## src/verilog/io_fabric_pkg.sv

```systemverilog
`default_nettype none

package io_fabric_pkg;

   // Bus widths
   localparam int ADDR_W     = 32;
   localparam int DATA_W     = 32;
   localparam int STRB_W     = 4;
   localparam int REG_ADDR_W = 8;
   localparam int UART_DIV_W = 16;
   localparam int PWM_REG_W  = 16;

   // Region hit when the address with mask bits cleared equals the base
   localparam logic [ADDR_W-1:0] RAM_BASE  = 32'h4000_0000;
   localparam logic [ADDR_W-1:0] RAM_MASK  = 32'h0FFF_FFFF;
   localparam logic [ADDR_W-1:0] UART_BASE = 32'h2000_0000;
   localparam logic [ADDR_W-1:0] UART_MASK = 32'h0000_00FF;
   localparam logic [ADDR_W-1:0] PWM_BASE  = 32'h2000_0100;
   localparam logic [ADDR_W-1:0] PWM_MASK  = 32'h0000_00FF;

   // UART registers
   localparam logic [REG_ADDR_W-1:0] UART_REG_DATA   = 8'h00;
   localparam logic [REG_ADDR_W-1:0] UART_REG_STATUS = 8'h04;
   localparam logic [REG_ADDR_W-1:0] UART_REG_DIV    = 8'h08;
   localparam logic [UART_DIV_W-1:0] UART_DIV_RESET  = 16'd8;

   // PWM registers
   localparam logic [REG_ADDR_W-1:0] PWM_REG_PERIOD = 8'h00;
   localparam logic [REG_ADDR_W-1:0] PWM_REG_DUTY0  = 8'h04;
   localparam logic [REG_ADDR_W-1:0] PWM_REG_DUTY1  = 8'h08;

   typedef enum logic [1:0] {
      REGION_RAM,
      REGION_UART,
      REGION_PWM,
      REGION_NONE
   } region_e;

   // Request and response opcodes on the peripheral port
   typedef enum logic [1:0] {
      TL_GET      = 2'd0,
      TL_PUT_FULL = 2'd1,
      TL_ACK      = 2'd2,
      TL_ACK_DATA = 2'd3
   } tl_op_e;

   typedef enum logic {
      BUS_IDLE,
      BUS_WAIT_RSP
   } bus_state_e;

endpackage

`default_nettype wire

```

## src/verilog/io_bus_ctrl.sv

```systemverilog
`default_nettype none

module io_bus_ctrl (
   input  wire                                    clk,
   input  wire                                    resetn,
   input  wire                                    req_valid_i,
   input  wire                                    req_write_i,
   input  wire [io_fabric_pkg::ADDR_W-1:0]        req_addr_i,
   input  wire [io_fabric_pkg::DATA_W-1:0]        req_wdata_i,
   output logic                                   req_ready_o,
   output logic                                   rsp_valid_o,
   output logic [io_fabric_pkg::DATA_W-1:0]       rsp_data_o,
   output logic                                   iomem_valid_o,
   output logic [io_fabric_pkg::ADDR_W-1:0]       iomem_addr_o,
   output logic [io_fabric_pkg::DATA_W-1:0]       iomem_wdata_o,
   output logic [io_fabric_pkg::STRB_W-1:0]       iomem_wstrb_o,
   input  wire                                    iomem_ready_i,
   input  wire [io_fabric_pkg::DATA_W-1:0]        iomem_rdata_i,
   output logic                                   uart_sel_o,
   output logic                                   pwm_sel_o,
   output io_fabric_pkg::tl_op_e                  periph_op_o,
   output logic [io_fabric_pkg::REG_ADDR_W-1:0]   periph_reg_addr_o,
   output logic [io_fabric_pkg::DATA_W-1:0]       periph_wdata_o,
   input  wire                                    uart_ready_i,
   input  wire                                    uart_rsp_valid_i,
   input  wire io_fabric_pkg::tl_op_e             uart_rsp_op_i,
   input  wire [io_fabric_pkg::DATA_W-1:0]        uart_rsp_data_i,
   input  wire                                    pwm_ready_i,
   input  wire                                    pwm_rsp_valid_i,
   input  wire io_fabric_pkg::tl_op_e             pwm_rsp_op_i,
   input  wire [io_fabric_pkg::DATA_W-1:0]        pwm_rsp_data_i
);

   io_fabric_pkg::region_e            region;
   io_fabric_pkg::region_e            pend_region_q;
   io_fabric_pkg::bus_state_e         state_q;
   logic                              idle;
   logic                              ram_acc;
   logic                              periph_acc;
   logic                              pend_rsp_valid;
   io_fabric_pkg::tl_op_e             pend_rsp_op;
   logic [io_fabric_pkg::DATA_W-1:0]  pend_rsp_data;

   // Region decode by base and mask
   always_comb begin
      if ((req_addr_i & ~io_fabric_pkg::RAM_MASK) == io_fabric_pkg::RAM_BASE) begin
         region = io_fabric_pkg::REGION_RAM;
      end else if ((req_addr_i & ~io_fabric_pkg::UART_MASK) == io_fabric_pkg::UART_BASE) begin
         region = io_fabric_pkg::REGION_UART;
      end else if ((req_addr_i & ~io_fabric_pkg::PWM_MASK) == io_fabric_pkg::PWM_BASE) begin
         region = io_fabric_pkg::REGION_PWM;
      end else begin
         region = io_fabric_pkg::REGION_NONE;
      end
   end

   assign idle = (state_q == io_fabric_pkg::BUS_IDLE);

   assign iomem_valid_o = idle && req_valid_i && (region == io_fabric_pkg::REGION_RAM);
   assign iomem_addr_o  = req_addr_i;
   assign iomem_wdata_o = req_wdata_i;
   assign iomem_wstrb_o = {io_fabric_pkg::STRB_W{req_write_i}};

   assign uart_sel_o = idle && req_valid_i && (region == io_fabric_pkg::REGION_UART);
   assign pwm_sel_o  = idle && req_valid_i && (region == io_fabric_pkg::REGION_PWM);
   assign periph_op_o = req_write_i ? io_fabric_pkg::TL_PUT_FULL : io_fabric_pkg::TL_GET;
   assign periph_reg_addr_o = req_addr_i[io_fabric_pkg::REG_ADDR_W-1:0];
   assign periph_wdata_o    = req_wdata_i;

   // Unmapped region never gets ready
   assign ram_acc     = iomem_valid_o && iomem_ready_i;
   assign periph_acc  = (uart_sel_o && uart_ready_i) || (pwm_sel_o && pwm_ready_i);
   assign req_ready_o = ram_acc || periph_acc;

   // Response of the outstanding peripheral access
   always_comb begin
      if (pend_region_q == io_fabric_pkg::REGION_UART) begin
         pend_rsp_valid = uart_rsp_valid_i;
         pend_rsp_op    = uart_rsp_op_i;
         pend_rsp_data  = uart_rsp_data_i;
      end else begin
         pend_rsp_valid = pwm_rsp_valid_i;
         pend_rsp_op    = pwm_rsp_op_i;
         pend_rsp_data  = pwm_rsp_data_i;
      end
   end

   always_ff @(posedge clk) begin
      if (!resetn) begin
         state_q       <= io_fabric_pkg::BUS_IDLE;
         pend_region_q <= io_fabric_pkg::REGION_NONE;
      end else begin
         case (state_q)
            io_fabric_pkg::BUS_IDLE: begin
               if (periph_acc) begin
                  state_q       <= io_fabric_pkg::BUS_WAIT_RSP;
                  pend_region_q <= region;
               end
            end
            io_fabric_pkg::BUS_WAIT_RSP: begin
               if (pend_rsp_valid) begin
                  state_q <= io_fabric_pkg::BUS_IDLE;
               end
            end
            default: state_q <= io_fabric_pkg::BUS_IDLE;
         endcase
      end
   end

   // Only reads reach the host
   always_comb begin
      rsp_valid_o = 1'b0;
      rsp_data_o  = iomem_rdata_i;
      if (ram_acc && !req_write_i) begin
         rsp_valid_o = 1'b1;
      end else if (!idle && pend_rsp_valid && pend_rsp_op == io_fabric_pkg::TL_ACK_DATA) begin
         rsp_valid_o = 1'b1;
         rsp_data_o  = pend_rsp_data;
      end
   end

endmodule

`default_nettype wire

```

## src/verilog/io_uart_tx.sv

```systemverilog
`default_nettype none

module io_uart_tx (
   input  wire                                    clk,
   input  wire                                    resetn,
   input  wire                                    sel_i,
   input  wire io_fabric_pkg::tl_op_e             op_i,
   input  wire [io_fabric_pkg::REG_ADDR_W-1:0]    reg_addr_i,
   input  wire [io_fabric_pkg::DATA_W-1:0]        wdata_i,
   output logic                                   ready_o,
   output logic                                   rsp_valid_o,
   output io_fabric_pkg::tl_op_e                  rsp_op_o,
   output logic [io_fabric_pkg::DATA_W-1:0]       rsp_data_o,
   output logic                                   tx_o
);

   logic [io_fabric_pkg::UART_DIV_W-1:0]  div_q;
   logic [io_fabric_pkg::UART_DIV_W-1:0]  baud_cnt_q;
   logic [3:0]                            bit_cnt_q;
   logic [9:0]                            shift_q;
   logic                                  busy_q;
   logic                                  is_write;
   logic                                  accept;
   logic                                  start;
   logic                                  bit_done;
   logic [io_fabric_pkg::DATA_W-1:0]      rd_data;

   assign is_write = (op_i == io_fabric_pkg::TL_PUT_FULL);
   // Data write waits for the stop bit of the current frame
   assign ready_o  = !(busy_q && is_write && reg_addr_i == io_fabric_pkg::UART_REG_DATA);
   assign accept   = sel_i && ready_o;
   assign start    = accept && is_write && reg_addr_i == io_fabric_pkg::UART_REG_DATA;
   assign bit_done = busy_q && (baud_cnt_q == div_q - 1'b1);
   assign tx_o     = busy_q ? shift_q[0] : 1'b1;

   always_comb begin
      case (reg_addr_i)
         io_fabric_pkg::UART_REG_STATUS: rd_data = {{(io_fabric_pkg::DATA_W-1){1'b0}}, busy_q};
         io_fabric_pkg::UART_REG_DIV: begin
            rd_data = {{(io_fabric_pkg::DATA_W-io_fabric_pkg::UART_DIV_W){1'b0}}, div_q};
         end
         default: rd_data = '0;
      endcase
   end

   // Divisor and bit timing
   always_ff @(posedge clk) begin
      if (!resetn) begin
         div_q      <= io_fabric_pkg::UART_DIV_RESET;
         busy_q     <= 1'b0;
         baud_cnt_q <= '0;
         bit_cnt_q  <= '0;
      end else begin
         if (start) begin
            busy_q     <= 1'b1;
            baud_cnt_q <= '0;
            bit_cnt_q  <= '0;
         end else if (bit_done) begin
            baud_cnt_q <= '0;
            if (bit_cnt_q == 4'd9) begin
               busy_q <= 1'b0;
            end else begin
               bit_cnt_q <= bit_cnt_q + 4'd1;
            end
         end else if (busy_q) begin
            baud_cnt_q <= baud_cnt_q + 1'b1;
         end
         if (accept && is_write && reg_addr_i == io_fabric_pkg::UART_REG_DIV) begin
            div_q <= wdata_i[io_fabric_pkg::UART_DIV_W-1:0];
         end
      end
   end

   // Stop, data LSB first, start
   always_ff @(posedge clk) begin
      if (start) begin
         shift_q <= {1'b1, wdata_i[7:0], 1'b0};
      end else if (bit_done) begin
         shift_q <= {1'b1, shift_q[9:1]};
      end
   end

   always_ff @(posedge clk) begin
      if (!resetn) begin
         rsp_valid_o <= 1'b0;
      end else begin
         rsp_valid_o <= accept;
      end
   end

   always_ff @(posedge clk) begin
      if (accept) begin
         rsp_op_o   <= is_write ? io_fabric_pkg::TL_ACK : io_fabric_pkg::TL_ACK_DATA;
         rsp_data_o <= is_write ? '0 : rd_data;
      end
   end

endmodule

`default_nettype wire

```

## src/verilog/io_pwm.sv

```systemverilog
`default_nettype none

module io_pwm (
   input  wire                                    clk,
   input  wire                                    resetn,
   input  wire                                    sel_i,
   input  wire io_fabric_pkg::tl_op_e             op_i,
   input  wire [io_fabric_pkg::REG_ADDR_W-1:0]    reg_addr_i,
   input  wire [io_fabric_pkg::DATA_W-1:0]        wdata_i,
   output logic                                   ready_o,
   output logic                                   rsp_valid_o,
   output io_fabric_pkg::tl_op_e                  rsp_op_o,
   output logic [io_fabric_pkg::DATA_W-1:0]       rsp_data_o,
   output logic                                   pwm0_o,
   output logic                                   pwm1_o
);

   localparam int PAD_W = io_fabric_pkg::DATA_W - io_fabric_pkg::PWM_REG_W;

   logic [io_fabric_pkg::PWM_REG_W-1:0]  period_q;
   logic [io_fabric_pkg::PWM_REG_W-1:0]  duty0_q;
   logic [io_fabric_pkg::PWM_REG_W-1:0]  duty1_q;
   logic [io_fabric_pkg::PWM_REG_W-1:0]  cnt_q;
   logic                                 is_write;
   logic [io_fabric_pkg::PWM_REG_W-1:0]  rd_reg;

   assign ready_o  = 1'b1;
   assign is_write = (op_i == io_fabric_pkg::TL_PUT_FULL);

   always_comb begin
      case (reg_addr_i)
         io_fabric_pkg::PWM_REG_PERIOD: rd_reg = period_q;
         io_fabric_pkg::PWM_REG_DUTY0:  rd_reg = duty0_q;
         io_fabric_pkg::PWM_REG_DUTY1:  rd_reg = duty1_q;
         default:                       rd_reg = '0;
      endcase
   end

   always_ff @(posedge clk) begin
      if (!resetn) begin
         period_q <= '0;
         duty0_q  <= '0;
         duty1_q  <= '0;
         cnt_q    <= '0;
      end else begin
         // Counter wraps at period - 1, a zero period parks it
         if (period_q == '0 || cnt_q >= period_q - 1'b1) begin
            cnt_q <= '0;
         end else begin
            cnt_q <= cnt_q + 1'b1;
         end
         if (sel_i && is_write) begin
            case (reg_addr_i)
               io_fabric_pkg::PWM_REG_PERIOD: period_q <= wdata_i[io_fabric_pkg::PWM_REG_W-1:0];
               io_fabric_pkg::PWM_REG_DUTY0:  duty0_q  <= wdata_i[io_fabric_pkg::PWM_REG_W-1:0];
               io_fabric_pkg::PWM_REG_DUTY1:  duty1_q  <= wdata_i[io_fabric_pkg::PWM_REG_W-1:0];
               default: ;
            endcase
         end
      end
   end

   assign pwm0_o = (period_q != '0) && (cnt_q < duty0_q);
   assign pwm1_o = (period_q != '0) && (cnt_q < duty1_q);

   always_ff @(posedge clk) begin
      if (!resetn) begin
         rsp_valid_o <= 1'b0;
      end else begin
         rsp_valid_o <= sel_i;
      end
   end

   always_ff @(posedge clk) begin
      if (sel_i) begin
         rsp_op_o   <= is_write ? io_fabric_pkg::TL_ACK : io_fabric_pkg::TL_ACK_DATA;
         rsp_data_o <= is_write ? '0 : {{PAD_W{1'b0}}, rd_reg};
      end
   end

endmodule

`default_nettype wire

```

## src/verilog/io_fabric_top.sv

```systemverilog
`default_nettype none

module io_fabric_top (
   input  wire                                    clk,
   input  wire                                    resetn,
   input  wire                                    req_valid_i,
   input  wire                                    req_write_i,
   input  wire [io_fabric_pkg::ADDR_W-1:0]        req_addr_i,
   input  wire [io_fabric_pkg::DATA_W-1:0]        req_wdata_i,
   output logic                                   req_ready_o,
   output logic                                   rsp_valid_o,
   output logic [io_fabric_pkg::DATA_W-1:0]       rsp_data_o,
   output logic                                   iomem_valid_o,
   output logic [io_fabric_pkg::ADDR_W-1:0]       iomem_addr_o,
   output logic [io_fabric_pkg::DATA_W-1:0]       iomem_wdata_o,
   output logic [io_fabric_pkg::STRB_W-1:0]       iomem_wstrb_o,
   input  wire                                    iomem_ready_i,
   input  wire [io_fabric_pkg::DATA_W-1:0]        iomem_rdata_i,
   output logic                                   uart_tx_o,
   output logic                                   pwm0_o,
   output logic                                   pwm1_o
);

   // Shared request toward the peripherals
   logic                                  uart_sel;
   logic                                  pwm_sel;
   io_fabric_pkg::tl_op_e                 periph_op;
   logic [io_fabric_pkg::REG_ADDR_W-1:0]  periph_reg_addr;
   logic [io_fabric_pkg::DATA_W-1:0]      periph_wdata;

   logic                                  uart_ready;
   logic                                  uart_rsp_valid;
   io_fabric_pkg::tl_op_e                 uart_rsp_op;
   logic [io_fabric_pkg::DATA_W-1:0]      uart_rsp_data;
   logic                                  pwm_ready;
   logic                                  pwm_rsp_valid;
   io_fabric_pkg::tl_op_e                 pwm_rsp_op;
   logic [io_fabric_pkg::DATA_W-1:0]      pwm_rsp_data;

   io_bus_ctrl io_bus_ctrl_inst (
      .clk               (clk),
      .resetn            (resetn),
      .req_valid_i       (req_valid_i),
      .req_write_i       (req_write_i),
      .req_addr_i        (req_addr_i),
      .req_wdata_i       (req_wdata_i),
      .req_ready_o       (req_ready_o),
      .rsp_valid_o       (rsp_valid_o),
      .rsp_data_o        (rsp_data_o),
      .iomem_valid_o     (iomem_valid_o),
      .iomem_addr_o      (iomem_addr_o),
      .iomem_wdata_o     (iomem_wdata_o),
      .iomem_wstrb_o     (iomem_wstrb_o),
      .iomem_ready_i     (iomem_ready_i),
      .iomem_rdata_i     (iomem_rdata_i),
      .uart_sel_o        (uart_sel),
      .pwm_sel_o         (pwm_sel),
      .periph_op_o       (periph_op),
      .periph_reg_addr_o (periph_reg_addr),
      .periph_wdata_o    (periph_wdata),
      .uart_ready_i      (uart_ready),
      .uart_rsp_valid_i  (uart_rsp_valid),
      .uart_rsp_op_i     (uart_rsp_op),
      .uart_rsp_data_i   (uart_rsp_data),
      .pwm_ready_i       (pwm_ready),
      .pwm_rsp_valid_i   (pwm_rsp_valid),
      .pwm_rsp_op_i      (pwm_rsp_op),
      .pwm_rsp_data_i    (pwm_rsp_data)
   );

   io_uart_tx io_uart_tx_inst (
      .clk         (clk),
      .resetn      (resetn),
      .sel_i       (uart_sel),
      .op_i        (periph_op),
      .reg_addr_i  (periph_reg_addr),
      .wdata_i     (periph_wdata),
      .ready_o     (uart_ready),
      .rsp_valid_o (uart_rsp_valid),
      .rsp_op_o    (uart_rsp_op),
      .rsp_data_o  (uart_rsp_data),
      .tx_o        (uart_tx_o)
   );

   io_pwm io_pwm_inst (
      .clk         (clk),
      .resetn      (resetn),
      .sel_i       (pwm_sel),
      .op_i        (periph_op),
      .reg_addr_i  (periph_reg_addr),
      .wdata_i     (periph_wdata),
      .ready_o     (pwm_ready),
      .rsp_valid_o (pwm_rsp_valid),
      .rsp_op_o    (pwm_rsp_op),
      .rsp_data_o  (pwm_rsp_data),
      .pwm0_o      (pwm0_o),
      .pwm1_o      (pwm1_o)
   );

endmodule

`default_nettype wire

```

## config.mk

```make
export PLATFORM = sky130hd
export DESIGN_NAME = io_fabric_top
export DESIGN_NICKNAME = d
export VERILOG_FILES = /design/src/verilog/io_fabric_pkg.sv /design/src/verilog/io_bus_ctrl.sv /design/src/verilog/io_uart_tx.sv /design/src/verilog/io_pwm.sv /design/src/verilog/io_fabric_top.sv
export SDC_FILE = /design/constraint.sdc
export NUM_CORES = 1
export LEC_CHECK = 0
export BUFFER_PORTS_ARGS = -buffer_cell sky130_fd_sc_hd__buf_2
export CAP_MARGIN = 20
export CORE_MARGIN = 8
export CORE_UTILIZATION = 40
export DETAILED_ROUTE_END_ITERATION = 8
export SKIP_CTS_REPAIR_TIMING = 1
export SYNTH_ARGS = -nofsm -noshare
export SYNTH_HDL_FRONTEND = slang
export SYNTH_SLANG_ARGS = --single-unit
```

## constraint.sdc

```tcl
create_clock -name clk -period 7.8 [get_ports clk]
set_input_delay 1.56 -clock clk [delete_from_list [all_inputs] [get_ports clk]]
set_output_delay 1.56 -clock clk [all_outputs]
set_load 0.1 [all_outputs]
```

==> results.tsv <==
stage	metric	value	unit
min_path	class of the worst hold path	reg2reg	
pwr	Net Sw Frac	30.7	%
final_layout	area grow syn2layout	13.2	%
synth	Post-synth ARST share	0	%
pwr	Comb pwr share	14.2	%
grt	first-pass GRT wire length	39700	um
pwr	P per Cell Area	179	nW/um^2
clocking	CTS max path bufs	2	
synth	Post-synth EDFFs	42	
pwr	worst ir drop on vdd	169	uV
pwr	cell leakage power	4.43	nW
die	Initial Utilization	40.6	%
grt	largest net degree at the start of global routing	73	
grt	initial antenna violation count	0	
clocking	H-tree Lvls	4	
timing	fin crit share	72.1	%
timing	actual slew at the worst max-slew pin	0.786	ns
synth	FF+latch count, synth	149	
detailed_routing	via count	7238	
flow_run	Max-Cap Viols	0	
pwr	clock power share	43.1	%
synth	Post-Syn Area per Cell	9.23	um^2
critical_path	WP data required	6.24	ns
grt	vias in the first global route	7113	
placement	DPL Wire Length	19200	um
timing	max-slew violation count	0	
synth	YS warnings	0	
pwr	sequential share of power	42.7	%
detailed_routing	First-pass DRT Iterations	5	
timing	RSZ-0062 raised after global routing	false	
grt	Tot GR Track Use	17.7	%
run_status	status	completed	
detailed_routing	detailed-route vias per instance	5.24	
clocking	Clock Sink Count	149	
placement	worst slack, placed	2.14	ns
clocking	Num CTS Buffers	17	
detailed_routing	Detailed Route WL	25200	um
die	core region area	22600	um^2
timing	post-route setup TNS	0	ns
die	Rows	55	
grt	total congestion overflow	0	
timing	Final Hold Vio Count	0	
critical_path	CP startpoint kind	primary input	
die	chip height	167	um
timing	Max Clk Rate	178	MHz
final_layout	Nets	1236	
final_layout	most common cell after layout, fill and taps aside	buf_2	
final_layout	leading cell types in the layout, fill and taps excluded	buf_2, dfxtp_1, mux2i_1	
detailed_routing	WL/cell	18.3	um
die	Ports	207	
detailed_routing	antenna violation net count after detailed routing	0	
final_layout	layout cells sized above 1	20.7	%
synth	Syn Inst Count	992	
timing	final setup margin	2.18	ns
critical_path	WS Path Type	in2out	
final_layout	Antenna Cells	0	
synth	Unique masters post-synth	64	
synth	Most used DFF post-synth	dfxtp_1	
critical_path	crit path DAT	4.06	ns
detailed_routing	drt drc	0	
critical_path	CP Max Fanout	21	
clocking	Reg clk slew, reported paths	0.06	ns
clocking	Clock Latency Late Sink	0.43	ns
pwr	Net Sw Power	0.569	mW
synth	Seq/Total Area, Yosys	37.2	%
die	Die X	167	um
timing	final setup violation count	0	
detailed_routing	initial DRC count	407	
placement	PortBufs	174	
clocking	CTS tree	built	
pwr	Tot Pwr	1.86	mW
die	die area	28000	um^2
clocking	clock root cell	clkbuf_16	
timing	Slew headroom	47.3	%
synth	Synth Cell Area	9160	um^2
critical_path	CP Capture Type	output port	
timing	post-route minimum period	5.62	ns
synth	Synth Net Count	1146	
timing	WHS	0.465	ns
placement	GPL Wtd Cong	0.884	
timing	Clock Skew	0.0135	ns
pwr	internal power	1.29	mW
cell families (layout without fill, tap and decap cells):
| group | count (synthesis) | in the layout | synth area share [%] |
|---|---|---|---|
| XOR/XNOR | 60 | 60 | 5.90 |
| flip-flops | 149 | 149 | 37.2 |
| AO/OA/AOI/OAI | 142 | 142 | 10.1 |
| buffers and inverters | 161 | 264 | 9.52 |
| AND/OR/NAND/NOR | 329 | 329 | 19.3 |
| multiplexers | 98 | 98 | 10.7 |
| adder cells (fa/ha/maj) | 53 | 53 | 7.24 |
power groups by stage:
| stage | Clock [mW] | Sequential, mW | Combinational, mW |
|---|---|---|---|
| floorplan | 0 | 0.808 | 0.259 |
| finish | 0.800 | 0.792 | 0.263 |
| detailed placement | 0 | 0.809 | 0.265 |
| CTS | 0.816 | 0.792 | 0.266 |
| global placement | 0 | 0.810 | 0.265 |
| global route | 0.845 | 0.792 | 0.272 |
critical path, stage by stage:
cell,delay [ns]
buf_2,0.10
nor4_1,0.47
nand4_1,0.18
or4_1,0.63
a31oi_2,0.17
buf_4,0.31
nor2_1,0.11
nand2_1,0.10
buf_2,0.42
routing by layer:
metal	vias up	track usage, %	wire length [um]
met5	-	0	0
met4	0	5.51	425
met3	34	4.23	1570
met2	251	30.0	11900
met1	3388	21.9	11300
li1	3565	-	-
cell type report:
| class | count | area [um^2] |
|---|---|---|
| Tap cell | 285 | 357 |
| Inverter | 47 | 176 |
| Timing Repair Buffer | 185 | 965 |
| Clock buffer | 19 | 443 |
| Sequential cell | 149 | 3400 |
| Fill cell | 2185 | 12200 |
| Multi-Input combinational cell | 682 | 4900 |
| Clock inverter | 13 | 121 |
synth_stat cells (7+ instances only):
master	number	area (um^2)
a21o_1	15	113
a21oi_1	50	250
a22o_1	7	61.3
and2_1	31	194
and3_1	9	56.3
buf_4	68	510
clkbuf_1	37	139
dfxtp_1	107	2140
edfxtp_1	42	1260
ha_1	53	663
inv_1	46	173
mux2i_1	97	971
nand2_1	42	158
nand2b_1	11	68.8
nand3_1	24	120
nand4_1	13	81.3
nor2_1	71	267
nor2b_1	74	463
nor3_1	13	65.1
nor4_1	16	100
o21ai_0	27	135
or4_1	8	60.1
xnor2_1	30	263
xor2_1	29	254
flip-flops by register name (all words and copies together), names as in the netlist, 2 cells and up:
register and cells:
io_pwm_inst.period_q 16, io_uart_tx_inst.bit_cnt_q 4, io_uart_tx_inst.shift_q 9, io_bus_ctrl_inst.pend_region_q 2, io_pwm_inst.duty0_q 16, io_uart_tx_inst.div_q 16, io_uart_tx_inst.rsp_data_o 16, io_pwm_inst.cnt_q 16
io_pwm_inst.duty1_q 16, io_pwm_inst.rsp_data_o 16, io_uart_tx_inst.baud_cnt_q 16
path summary, 6_finish.rpt:
kind         slack, ns                                end                         startpoint  cells after the start
min reg2reg       0.47  io_bus_ctrl_inst.pend_region_q[0]  io_bus_ctrl_inst.pend_region_q[0]                      2
max reg2reg       3.50         io_uart_tx_inst.shift_q[5]           io_uart_tx_inst.div_q[1]                      9
max               2.18                        req_ready_o                     req_addr_i[16]                      9
min               0.47  io_bus_ctrl_inst.pend_region_q[0]  io_bus_ctrl_inst.pend_region_q[0]                      2
stage by stage:
stage,std cells,cell area (um^2),utilization [%]
after CTS,1379,10300,45.8
after floorplan,992,9160,-
final,1380,10400,45.9
after global placement,1346,9770,43.3
after detailed placement,1347,9780,43.3
after global routing,1380,10400,45.9
No activity file was read; power rests on OpenSTA's default activity.
